==> src/common/keccak_pkg.sv <==
package keccak_pkg;

  ////////////////////////////////////////
  // Keccak-f[200] geometry
  ////////////////////////////////////////

  localparam int state_w    = 200;
  localparam int lane_w     = 8;
  // 12 + 2*log2(lane width)
  localparam int num_rounds = 12 + 2 * $clog2(lane_w);
  localparam int rnd_w      = 5;

  // Lane (x,y) lives at bits [lane_w*(5y+x) +: lane_w]
  typedef logic [state_w-1:0] keccak_state_t;

  // Iota constants, low byte of the 64-bit Keccak table
  function automatic logic [lane_w-1:0] round_const(input logic [rnd_w-1:0] rnd);
    case (rnd)
      5'd0:    return 8'h01;
      5'd1:    return 8'h82;
      5'd2:    return 8'h8a;
      5'd3:    return 8'h00;
      5'd4:    return 8'h8b;
      5'd5:    return 8'h01;
      5'd6:    return 8'h81;
      5'd7:    return 8'h09;
      5'd8:    return 8'h8a;
      5'd9:    return 8'h88;
      5'd10:   return 8'h09;
      5'd11:   return 8'h0a;
      5'd12:   return 8'h8b;
      5'd13:   return 8'h8b;
      5'd14:   return 8'h89;
      5'd15:   return 8'h03;
      5'd16:   return 8'h02;
      5'd17:   return 8'h80;
      default: return 8'h00;
    endcase
  endfunction

  // Rho offsets indexed by 5y+x, folded to the lane width
  function automatic int rot_offset(input int idx);
    int offs [25];
    offs = '{0, 1, 62, 28, 27, 36, 44, 6, 55, 20, 3, 10, 43, 25, 39,
             41, 45, 15, 21, 8, 18, 2, 61, 56, 14};
    return offs[idx] % lane_w;
  endfunction

  ////////////////////////////////////////
  // Host command
  ////////////////////////////////////////

  typedef enum logic [1:0] {
    op_absorb  = 2'd0,
    op_squeeze = 2'd1,
    op_clear   = 2'd2
  } sponge_op_e;

  typedef struct packed {
    sponge_op_e    op;
    keccak_state_t block;
  } sponge_cmd_t;

endpackage

==> src/keccak_round/keccak_perm_step.sv <==
`timescale 1ns/1ns

module keccak_perm_step (
  input  logic [keccak_pkg::rnd_w-1:0] rnd_i,
  input  keccak_pkg::keccak_state_t    s_i,
  output keccak_pkg::keccak_state_t    s_o
);
  import keccak_pkg::*;

  typedef logic [lane_w-1:0] lane_t;

  // Lane arrays between the step mappings
  lane_t a_in  [25];
  lane_t theta [25];
  lane_t pi_b  [25];
  lane_t chi   [25];
  // Column parities and theta effect
  lane_t col_c [5];
  lane_t col_d [5];

  // Left rotate inside one lane
  function automatic lane_t rotl(input lane_t v, input int n);
    return (v << n) | (v >> (lane_w - n));
  endfunction

  ////////////////////////////////////////
  // Theta
  ////////////////////////////////////////

  always_comb begin
    for (int i = 0; i < 25; i++) begin
      a_in[i] = s_i[lane_w*i +: lane_w];
    end
    for (int x = 0; x < 5; x++) begin
      col_c[x] = a_in[x] ^ a_in[x+5] ^ a_in[x+10] ^ a_in[x+15] ^ a_in[x+20];
    end
    // Left neighbour plus rotated right neighbour
    for (int x = 0; x < 5; x++) begin
      col_d[x] = col_c[(x+4)%5] ^ rotl(col_c[(x+1)%5], 1);
    end
    for (int i = 0; i < 25; i++) begin
      theta[i] = a_in[i] ^ col_d[i%5];
    end
  end

  ////////////////////////////////////////
  // Rho, pi, chi and iota
  ////////////////////////////////////////

  // Lane (x,y) moves to (y, 2x+3y) after its rotation
  always_comb begin
    for (int x = 0; x < 5; x++) begin
      for (int y = 0; y < 5; y++) begin
        pi_b[5*((2*x+3*y)%5) + y] = rotl(theta[5*y+x], rot_offset(5*y+x));
      end
    end
  end

  always_comb begin
    for (int y = 0; y < 5; y++) begin
      for (int x = 0; x < 5; x++) begin
        chi[5*y+x] = pi_b[5*y+x] ^ (~pi_b[5*y+(x+1)%5] & pi_b[5*y+(x+2)%5]);
      end
    end
    // Round constant only touches lane 0
    chi[0] = chi[0] ^ round_const(rnd_i);
    for (int i = 0; i < 25; i++) begin
      s_o[lane_w*i +: lane_w] = chi[i];
    end
  end

endmodule

==> src/keccak_round/keccak_round.sv <==
`timescale 1ns/1ns

module keccak_round (
  input  logic                      clk_i,
  input  logic                      rst_b,
  input  logic                      run_i,
  input  logic                      squeeze_i,
  input  logic                      clear_i,
  input  keccak_pkg::keccak_state_t data_i,
  output logic                      ready_o,
  output logic                      complete_o,
  output keccak_pkg::keccak_state_t state_o
);
  import keccak_pkg::*;

  typedef enum logic {
    st_idle,
    st_active
  } round_st_e;

  round_st_e st_q;
  round_st_e st_d;

  // Control strobes from the FSM
  logic update_storage;
  logic xor_message;
  logic rst_storage;
  logic inc_rnd;
  logic rst_rnd;
  logic rnd_eq_end;
  // Registered into complete_o one cycle later
  logic complete_d;

  logic [rnd_w-1:0] round_q;
  keccak_state_t    storage_q;
  keccak_state_t    storage_d;
  keccak_state_t    step_out;

  ////////////////////////////////////////
  // Round FSM
  ////////////////////////////////////////

  assign rnd_eq_end = (round_q == rnd_w'(num_rounds - 1));

  always_comb begin
    st_d           = st_q;
    update_storage = 1'b0;
    xor_message    = 1'b0;
    rst_storage    = 1'b0;
    inc_rnd        = 1'b0;
    rst_rnd        = 1'b0;
    complete_d     = 1'b0;
    unique case (st_q)
      st_idle: begin
        if (clear_i) begin
          rst_storage = 1'b1;
        end else if (run_i) begin
          // Absorb XORs the block in, squeeze keeps the state
          st_d           = st_active;
          xor_message    = ~squeeze_i;
          update_storage = ~squeeze_i;
        end
      end
      st_active: begin
        // One round per clock
        update_storage = 1'b1;
        if (rnd_eq_end) begin
          st_d       = st_idle;
          rst_rnd    = 1'b1;
          complete_d = 1'b1;
        end else begin
          inc_rnd = 1'b1;
        end
      end
      default: st_d = st_idle;
    endcase
  end

  // New work is only taken while idle
  assign ready_o = (st_q == st_idle);

  always_ff @(posedge clk_i or negedge rst_b) begin
    if (!rst_b) begin
      st_q       <= st_idle;
      round_q    <= '0;
      complete_o <= 1'b0;
    end else begin
      st_q       <= st_d;
      complete_o <= complete_d;
      if (rst_rnd) begin
        round_q <= '0;
      end else if (inc_rnd) begin
        round_q <= round_q + 1'b1;
      end
    end
  end

  ////////////////////////////////////////
  // State storage
  ////////////////////////////////////////

  assign storage_d = xor_message ? (storage_q ^ data_i) : step_out;

  always_ff @(posedge clk_i or negedge rst_b) begin
    if (!rst_b) begin
      storage_q <= '0;
    end else if (rst_storage) begin
      storage_q <= '0;
    end else if (update_storage) begin
      storage_q <= storage_d;
    end
  end

  assign state_o = storage_q;

  keccak_perm_step u_perm_step (
    .rnd_i (round_q),
    .s_i   (storage_q),
    .s_o   (step_out)
  );

endmodule

==> src/source/cmd_feeder.sv <==
`timescale 1ns/1ns

module cmd_feeder (
  input  logic                      clk_i,
  input  logic                      rst_b,
  input  logic                      cmd_req_i,
  input  keccak_pkg::sponge_cmd_t   cmd_i,
  output logic                      cmd_ack_o,
  input  logic                      ready_i,
  input  logic                      drain_idle_i,
  output logic                      run_o,
  output logic                      squeeze_o,
  output logic                      clear_o,
  output keccak_pkg::keccak_state_t block_o
);
  import keccak_pkg::*;

  typedef enum logic [1:0] {
    fd_idle,
    fd_issue,
    fd_wait_release
  } feed_st_e;

  feed_st_e      st_q;
  feed_st_e      st_d;
  sponge_op_e    op_q;
  keccak_state_t block_q;
  logic          is_clear;

  assign is_clear = (op_q == op_clear);

  // Permutations also need the previous digest gone
  assign run_o   = (st_q == fd_issue) && !is_clear && ready_i && drain_idle_i;
  assign clear_o = (st_q == fd_issue) && is_clear && ready_i;

  always_comb begin
    st_d = st_q;
    unique case (st_q)
      fd_idle:         if (cmd_req_i) st_d = fd_issue;
      fd_issue:        if (run_o || clear_o) st_d = fd_wait_release;
      fd_wait_release: if (!cmd_req_i) st_d = fd_idle;
      default:         st_d = fd_idle;
    endcase
  end

  always_ff @(posedge clk_i or negedge rst_b) begin
    if (!rst_b) begin
      st_q <= fd_idle;
      op_q <= op_squeeze;
    end else begin
      st_q <= st_d;
      if (st_q == fd_idle && cmd_req_i) begin
        op_q <= cmd_i.op;
      end
    end
  end

  // Block copy taken when the request is seen
  always_ff @(posedge clk_i) begin
    if (st_q == fd_idle && cmd_req_i) begin
      block_q <= cmd_i.block;
    end
  end

  assign squeeze_o = (op_q == op_squeeze);
  assign block_o   = block_q;
  // Ack held until the host drops req
  assign cmd_ack_o = (st_q == fd_wait_release);

endmodule

==> src/source/digest_drain.sv <==
`timescale 1ns/1ns

module digest_drain #(
  parameter int DigestLanes = 4
) (
  input  logic                                       clk_i,
  input  logic                                       rst_b,
  input  logic                                       complete_i,
  input  keccak_pkg::keccak_state_t                  state_i,
  output logic                                       drain_idle_o,
  output logic                                       dig_req_o,
  output logic [DigestLanes*keccak_pkg::lane_w-1:0]  dig_o,
  input  logic                                       dig_ack_i
);
  import keccak_pkg::*;

  localparam int dig_w = DigestLanes * lane_w;

  typedef enum logic [1:0] {
    dr_idle,
    dr_req,
    dr_ack_low
  } drain_st_e;

  drain_st_e        st_q;
  drain_st_e        st_d;
  logic [dig_w-1:0] dig_q;

  always_comb begin
    st_d = st_q;
    unique case (st_q)
      dr_idle:    if (complete_i) st_d = dr_req;
      dr_req:     if (dig_ack_i) st_d = dr_ack_low;
      dr_ack_low: if (!dig_ack_i) st_d = dr_idle;
      default:    st_d = dr_idle;
    endcase
  end

  always_ff @(posedge clk_i or negedge rst_b) begin
    if (!rst_b) begin
      st_q <= dr_idle;
    end else begin
      st_q <= st_d;
    end
  end

  // Leading lanes, lane 0 in the low byte
  always_ff @(posedge clk_i) begin
    if (st_q == dr_idle && complete_i) begin
      dig_q <= state_i[dig_w-1:0];
    end
  end

  assign dig_o     = dig_q;
  assign dig_req_o = (st_q == dr_req);
  // Busy already in the complete cycle so no run slips in
  assign drain_idle_o = (st_q == dr_idle) && !complete_i;

endmodule

==> src/source/keccak_sponge_top.sv <==
`timescale 1ns/1ns

module keccak_sponge_top #(
  parameter int DigestLanes = 4
) (
  input  logic                                      clk_i,
  input  logic                                      rst_b,
  input  logic                                      cmd_req_i,
  input  keccak_pkg::sponge_cmd_t                   cmd_i,
  output logic                                      cmd_ack_o,
  output logic                                      dig_req_o,
  output logic [DigestLanes*keccak_pkg::lane_w-1:0] dig_o,
  input  logic                                      dig_ack_i
);
  import keccak_pkg::*;

  // Feeder to round core
  logic          run;
  logic          squeeze;
  logic          clear;
  keccak_state_t block;
  logic          ready;

  // Round core to drain, and back-pressure to the feeder
  logic          complete;
  keccak_state_t state;
  logic          drain_idle;

  cmd_feeder u_cmd_feeder (
    .clk_i        (clk_i),
    .rst_b        (rst_b),
    .cmd_req_i    (cmd_req_i),
    .cmd_i        (cmd_i),
    .cmd_ack_o    (cmd_ack_o),
    .ready_i      (ready),
    .drain_idle_i (drain_idle),
    .run_o        (run),
    .squeeze_o    (squeeze),
    .clear_o      (clear),
    .block_o      (block)
  );

  keccak_round u_keccak_round (
    .clk_i      (clk_i),
    .rst_b      (rst_b),
    .run_i      (run),
    .squeeze_i  (squeeze),
    .clear_i    (clear),
    .data_i     (block),
    .ready_o    (ready),
    .complete_o (complete),
    .state_o    (state)
  );

  digest_drain #(
    .DigestLanes (DigestLanes)
  ) u_digest_drain (
    .clk_i        (clk_i),
    .rst_b        (rst_b),
    .complete_i   (complete),
    .state_i      (state),
    .drain_idle_o (drain_idle),
    .dig_req_o    (dig_req_o),
    .dig_o        (dig_o),
    .dig_ack_i    (dig_ack_i)
  );

endmodule

==> config.mk <==
export PLATFORM = sky130hd
export DESIGN_NAME = keccak_sponge_top
export DESIGN_NICKNAME = d
export VERILOG_FILES = /design/src/common/keccak_pkg.sv /design/src/keccak_round/keccak_perm_step.sv /design/src/keccak_round/keccak_round.sv /design/src/source/cmd_feeder.sv /design/src/source/digest_drain.sv /design/src/source/keccak_sponge_top.sv
export SDC_FILE = /design/constraint.sdc
export NUM_CORES = 1
export LEC_CHECK = 0
export CAP_MARGIN = 20
export CORE_MARGIN = 3
export CORE_UTILIZATION = 50
export CTS_CLUSTER_DIAMETER = 100
export DETAILED_ROUTE_END_ITERATION = 8
export DONT_BUFFER_PORTS = 1
export SYNTH_ARGS = -nofsm -noshare
export SYNTH_HDL_FRONTEND = slang
export SYNTH_SLANG_ARGS = --single-unit
export TNS_END_PERCENT = 30
==> constraint.sdc <==
create_clock -name clk_i -period 22.8 [get_ports clk_i]
set_input_delay 0 -clock clk_i [delete_from_list [all_inputs] [get_ports clk_i]]
set_output_delay 0 -clock clk_i [all_outputs]
set_load 0.005 [all_outputs]
# Word level (Yosys, flattened, before mapping)

Memory sizes are Yosys's and may differ from the RTL's.
Cells that the tools add are included.

$add $sub $neg: 1
Multiply operators: 0
Div/mod/pow operators: 0
$lt $le $gt $ge: 0
Eq/ne operators: 13
Shift operators: 0
Mux-type cells: 26
Bitwise logic cells: 156
Reductions and logical operators: 17

Operator list:

| kind                  | number |
|---|---|
| $xor A8 B8 Y8         | 76 |
| $mux W200             | 3 |
| $and A8 B8 Y8         | 25 |
| $not A8 Y8            | 25 |
| $xor A200 B200 Y200   | 1 |
| $or A8 B1 Y8          | 8 |
| $or A8 B4 Y8          | 4 |
| $or A8 B2 Y8          | 3 |
| $or A8 B3 Y8          | 3 |
| $or A8 B5 Y8          | 3 |
| $or A8 B6 Y8          | 3 |
| $or A8 B7 Y8          | 3 |
| $mux W2               | 6 |
| $pmux W2 S3           | 2 |
| $mux W1               | 11 |
| $mux W5               | 2 |
| $ne A2 B2 Y1 const B  | 5 |
| $logic_and A1 B1 Y1   | 8 |
| $eq A2 B1 Y1 const B  | 3 |
| $eq A2 B2 Y1 const B  | 3 |
| $reduce_and A3 Y1     | 2 |
| $add A5 B1 Y5 const B | 1 |
| $eq A5 B5 Y1 const B  | 1 |
| $logic_not A2 Y1      | 2 |
| 6 further kinds       | 10 |

Register bits after elaboration: 445
Bits in latches: 0
RAM bits: 0
Memory bits (read-only): 128
Input port bits: 206
Output and inout port bits: 34
Logic and storage cells: 223
Memories kept: 1

Memory list:

| memory          | words | width | read ports | clocked after Yosys merged registers in | write ports | RTL line         | source |
|---|---|---|---|---|---|---|---|
| (no name shown) | 32    | 4     | 1          | 0                                       | 0           | keccak_pkg.sv:18 | `case (rnd)` |

# Longest topological paths before layout

Depth after elaboration: 15
Gate-level depth with buffers: 8
Depth with buffers taken out: 8

# Cells and area by module

From an unflattened synthesis, not the netlist that was laid out.

Cell total of the unflattened synthesis: 2135
Area total of the unflattened synthesis: 28153.3 sq um

By module, submodules not included:

| module           | instances | cells an instance | area an instance (sq um) |
|---|---|---|---|
| keccak_round     | 1         | 1120              | 10830.4 |
| keccak_perm_step | 1         | 753               | 10044.6 |
| cmd_feeder       | 1         | 220               | 6212.2 |
| digest_drain     | 1         | 42                | 1066.0 |

# Worst setup path before layout

OpenSTA, ideal clock, no wires.

Path kind: flip-flop to flip-flop
Start: register u_cmd_feeder.st_q[0]
End: register u_cmd_feeder.op_q[1]
Library setup time: 140 ps
Arrival time: 16855 ps
Path slack: 5805 ps
Cell stages (with the launch flop): 3
Buffers on the path: 0
Cells stage by stage: dfrtp_1 -> nor3b_1 -> mux2_2

Cells in the longest elaborated chain, start to end: 2

RTL lines:

| item                     | RTL line         | source |
|---|---|---|
| start: declaration       | cmd_feeder.sv:24 | `feed_st_e st_q;` |
| start signal: assignment | cmd_feeder.sv:48 | `st_q <= fd_idle;` |
| start signal: assignment | cmd_feeder.sv:51 | `st_q <= st_d;` |
| $logic_not A2 Y1         | cmd_feeder.sv:52 | `if (st_q == fd_idle && cmd_req_i) begin` |
| $logic_and A1 B1 Y1      | cmd_feeder.sv:52 |  |
| end signal: assignment   | cmd_feeder.sv:49 | `op_q <= op_squeeze;` |
| end signal: assignment   | cmd_feeder.sv:53 | `op_q <= cmd_i.op;` |
| end: declaration         | cmd_feeder.sv:26 | `sponge_op_e op_q;` |

No other way between the ends.
A chain may end at the register's enable or synchronous reset.

# Final worst setup path

Start: register u_keccak_round.st_q
End: register u_keccak_round.storage_q[91], in the netlist u_keccak_round.state_o[91]

Cells in the longest elaborated chain, start to end: 9
Elaborated cells between the ends (all ways): 14
Those cells by class: 9 x mux; 1 x bitwise; 4 x reduce/logical

RTL lines:

| item                              | RTL line                               | source |
|---|---|---|
| start: declaration                | keccak_round.sv:21                     | `round_st_e st_q;` |
| start signal: assignment          | keccak_round.sv:84                     | `st_q <= st_idle;` |
| start signal: assignment          | keccak_round.sv:88                     | `st_q <= st_d;` |
| $not A1 Y1                        | keccak_round.sv:53, keccak_round.sv:80 |  |
| $logic_and A1 B1 Y1 (2 in series) | cmd_feeder.sv:33                       | `assign run_o = (st_q == fd_issue) && !is_clear && ready_i && drain_idle_i;` |
| $mux W1                           | keccak_round.sv:57                     | `end else if (run_i) begin` |
| $mux W1                           | keccak_round.sv:55                     | `if (clear_i) begin` |
| $mux W1                           | keccak_round.sv:53                     | `unique case (st_q)` |
| $mux W200                         | keccak_round.sv:102                    | `assign storage_d = xor_message ? (storage_q ^ data_i) : step_out;` |
| $mux W200                         | keccak_round.sv:109                    | `end else if (update_storage) begin` |
| $mux W200                         | keccak_round.sv:107                    | `end else if (rst_storage) begin` |
| end signal: assignment            | keccak_round.sv:110                    | `storage_q <= storage_d;` |
| end: declaration                  | keccak_round.sv:35                     | `keccak_state_t storage_q;` |

Several ways; a longest one is shown, not always the timed one. The select of a mux whose other input is x is not followed.

==> flow_results.xml <==
<?xml version="1.0" encoding="UTF-8"?>
<metrics>
  <group name="hold_path">
    <metric name="worstHoldPathCells" unit="">1</metric>
    <metric name="hold_path.startpoint" unit="">cmd_i[52]</metric>
    <metric name="hold-path-endpoint" unit="">u_cmd_feeder.block_o[52]</metric>
    <metric name="min_delay_path_class" unit="">input pin to flip-flop</metric>
  </group>
  <group name="cells_and_area">
    <metric name="layout_common_cells" unit="">392 x xnor2_1, 239 x nand2_1, 232 x edfxtp_1</metric>
    <metric name="antenna_cells" unit="">0</metric>
    <metric name="mostFrequentLayoutCell" unit="">xnor2_1</metric>
    <metric name="syn2layout_area_growth" unit="%">17.6</metric>
    <metric name="multi_input_area" unit="mm²">0.0143</metric>
    <metric name="final_layout_size_suffix_gt1_share" unit="%">6.74</metric>
    <metric name="fillerInstances" unit="">4091</metric>
    <metric name="layout.area.seq" unit="mm²">0.0123</metric>
    <metric name="final_nets" unit="">2348</metric>
  </group>
  <group name="global_routing">
    <metric name="grt_usage" unit="%">32.1</metric>
    <metric name="first_global_vias" unit="">16899</metric>
    <metric name="gr-total-overflow" unit="">0</metric>
    <metric name="wire_length_of_the_first_global_routing_pass" unit="µm">128000</metric>
    <metric name="grt_start_max_net_pins" unit="">214</metric>
    <metric name="antenna_found_initial" unit="">0</metric>
  </group>
  <group name="sta">
    <metric name="setup_total_negative_slack" unit="ns">0</metric>
    <metric name="slew_violations" unit="">0</metric>
    <metric name="timing_worst_slew_pin_value" unit="ns">1.45</metric>
    <metric name="max_freq" unit="GHz">0.309</metric>
    <metric name="hold_viol" unit="">0</metric>
    <metric name="setup_viol" unit="">0</metric>
    <metric name="post-route-period-util" unit="%">14.2</metric>
    <metric name="rsz0062_at_grt" unit="">no</metric>
    <metric name="final.min_clock_period" unit="ns">3.24</metric>
    <metric name="relSlewSlack" unit="%">3.10</metric>
    <metric name="clock_skew" unit="ns">0.0219</metric>
  </group>
  <group name="logic_synthesis">
    <metric name="synth.top_cell.area_share" unit="%">25.9</metric>
    <metric name="post_synth_instance_area" unit="mm²">0.0269</metric>
    <metric name="synth_flop_cell" unit="">edfxtp_1</metric>
    <metric name="synth_top_cells_by_area" unit="">edfxtp_1 26%, dfrtp_1 20%, xnor3_1 18%, xnor2_1 13%, o221ai_1 6.5%</metric>
    <metric name="syn-instance-count" unit="">1907</metric>
    <metric name="synth_warnings" unit="">0</metric>
    <metric name="synth.ff_latch_count" unit="">445</metric>
    <metric name="largest_area_contributor_in_the_netlist" unit="">edfxtp_1</metric>
    <metric name="syn_avg_cell_area" unit="µm²">14.1</metric>
    <metric name="yosysUniqueCellTypes" unit="">42</metric>
    <metric name="postSynthNetCount" unit="">2118</metric>
    <metric name="synth-async-reset-ratio" unit="%">47.9</metric>
    <metric name="sequential_cell_area_fraction_in_the_yosys_report" unit="%">45.7</metric>
    <metric name="synth_enable_flop_cells" unit="">232</metric>
  </group>
  <group name="setup_path">
    <metric name="ff2ff_setup_slack" unit="ns">19.56</metric>
    <metric name="cp_data_arrival_time" unit="ns">3.65</metric>
    <metric name="ff2ff_path_depth" unit="">4</metric>
    <metric name="worstReg2RegStart" unit="">u_keccak_round.st_q</metric>
    <metric name="critPathCaptureType" unit="">flip-flop</metric>
    <metric name="worst_ep_required_time" unit="ns">23.21</metric>
    <metric name="crit-reg2reg-capture" unit="">u_keccak_round.state_o[91]</metric>
    <metric name="path_max_fanout" unit="">86</metric>
    <metric name="timing.setup.critical_path_class" unit="">flip-flop to flip-flop</metric>
    <metric name="critPathLaunchType" unit="">flip-flop</metric>
  </group>
  <group name="cts">
    <metric name="cts-root-buf" unit="">clkbuf_16</metric>
    <metric name="cts_buffer_depth" unit="">3</metric>
    <metric name="postCtsSetupBuffers" unit="">0</metric>
    <metric name="cts-buffers-inserted" unit="">51</metric>
    <metric name="numClockSinks" unit="">445</metric>
    <metric name="cts.htree.levels" unit="">2</metric>
    <metric name="post_cts_resized" unit="">0</metric>
    <metric name="clk-insertion-delay-late" unit="ns">0.61</metric>
    <metric name="tritoncts" unit="">built</metric>
    <metric name="cts-hold-fix-buffers" unit="">232</metric>
    <metric name="clk_pin_slew_worst_paths" unit="ns">0.07</metric>
  </group>
  <group name="detailed_routing">
    <metric name="detailedRoute.firstPassIterationCount" unit="">5</metric>
    <metric name="wl_per_cell" unit="µm">31.6</metric>
    <metric name="count_of_nets_left_with_antenna_violations_after_detail_routing" unit="">0</metric>
    <metric name="routed_via_density" unit="">6.00</metric>
    <metric name="vias" unit="">17194</metric>
    <metric name="detailedRoute.firstIterationViolations" unit="">1929</metric>
    <metric name="detail_route.drc_violations" unit="">0</metric>
    <metric name="postRouteWirelength" unit="µm">90700</metric>
  </group>
  <group name="die">
    <metric name="floorplan.die_area" unit="mm²">0.0567</metric>
    <metric name="die_h" unit="µm">238</metric>
    <metric name="floorplan.rows" unit="">84</metric>
    <metric name="floorplan.die.width" unit="µm">238</metric>
    <metric name="design.core.area" unit="mm²">0.0529</metric>
    <metric name="pin_count" unit="">240</metric>
    <metric name="start_util" unit="%">50.9</metric>
  </group>
  <group name="place">
    <metric name="place_hpwl" unit="µm">66400</metric>
    <metric name="portBuffers" unit="">0</metric>
    <metric name="gp_congestion" unit="">1.01</metric>
  </group>
  <group name="outcome">
    <metric name="run_status" unit="">finished clean</metric>
  </group>
  <group name="job">
    <metric name="max_cap_violations" unit="">0</metric>
  </group>
</metrics>
stage by stage:
step	hold slack [ns]	instance area, µm²	utilization, %	setup WS, ns	instances
2_1_floorplan	-0.296	26900	-	5.80	1907
3_3_place_gp	-0.283	27600	52.3	19.59	2540
3_5_place_dp	-0.282	27600	52.3	19.59	2540
4_1_cts	0.000115	31700	59.9	19.59	2868
5_1_grt	0.00848	31700	59.9	19.45	2868
6_report	0.0190	31700	59.9	19.56	2868
metal layers:
| layer | vias up | wire, µm | GRT usage, % |
|---|---|---|---|
| met5 | - | 0 | 0 |
| met2 | 903 | 41100 | 49.5 |
| met4 | 0 | 5430 | 16.3 |
| li1 | 7326 | - | - |
| met1 | 8778 | 36200 | 43.4 |
| met3 | 187 | 8060 | 6.99 |
cell families (layout without fill, tap and decap cells):
family	count (synthesis)	in the layout	share of synthesized area, %
XOR/XNOR	725	725	38.3
flip-flops	445	445	45.7
AND/OR/NAND/NOR	432	432	7.46
AO/OA/AOI/OAI	220	220	6.99
buffers and inverters	75	348	1.16
adder cells (fa/ha/maj)	5	5	0.232
multiplexers	5	5	0.200
cell usage after synthesis (23+ instances only):
cell type,instances
xnor2_1,392
nand2_1,239
edfxtp_1,232
xnor3_1,220
dfrtp_1,212
o221ai_1,199
nand2b_1,116
clkbuf_1,64
xor2_1,53
nor2_1,39
xnor2_4,29
nor2b_1,23
how the worst max path moves through the flow:
| stage | start | endpoint | slack, ns | cells past startpoint |
|---|---|---|---|---|
| floorplan | u_cmd_feeder.st_q[0] | u_cmd_feeder.op_q[1] | 5.80 | 2 |
| global placement | u_keccak_round.state_o[197] | u_keccak_round.state_o[121] | 19.59 | 6 |
| detailed placement | u_keccak_round.state_o[197] | u_keccak_round.state_o[121] | 19.59 | 6 |
| CTS | u_keccak_round.st_q | u_keccak_round.state_o[91] | 19.59 | 4 |
| global route | u_keccak_round.st_q | u_keccak_round.state_o[84] | 19.45 | 4 |
| finish | u_keccak_round.st_q | u_keccak_round.state_o[91] | 19.56 | 4 |
area by class of cell:
| cell class | instances | share of cell area [%] |
|---|---|---|
| multi-input combinational | 1387 | 45.3 |
| sequential | 445 | 38.8 |
| timing repair buffer | 246 | 7.76 |
| clock buffer | 66 | 4.37 |
| tap | 688 | 2.72 |
| clock inverter | 30 | 0.945 |
| inverter | 6 | 0.0870 |
state kept, by name, summed over array words and instances, names as in the netlist:
signal / count
u_cmd_feeder.block_o: 200
u_cmd_feeder.op_q: 2
u_cmd_feeder.st_q: 2
u_digest_drain.dig_o: 32
u_keccak_round.st_q: 1
u_keccak_round.complete_o: 1
u_keccak_round.state_o: 200
u_keccak_round.round_q: 5
u_digest_drain.st_q: 2
critical path, stage by stage, from the launching register on:
cell	delay [ns]
dfrtp_1	0.58
inv_6	0.46
buf_4	0.94
buf_4	0.75
o221ai_1	0.25
Power is left out: the tool's default activity adds up to more than one toggle a clock period on the data nets, which glitch-free logic cannot reach.
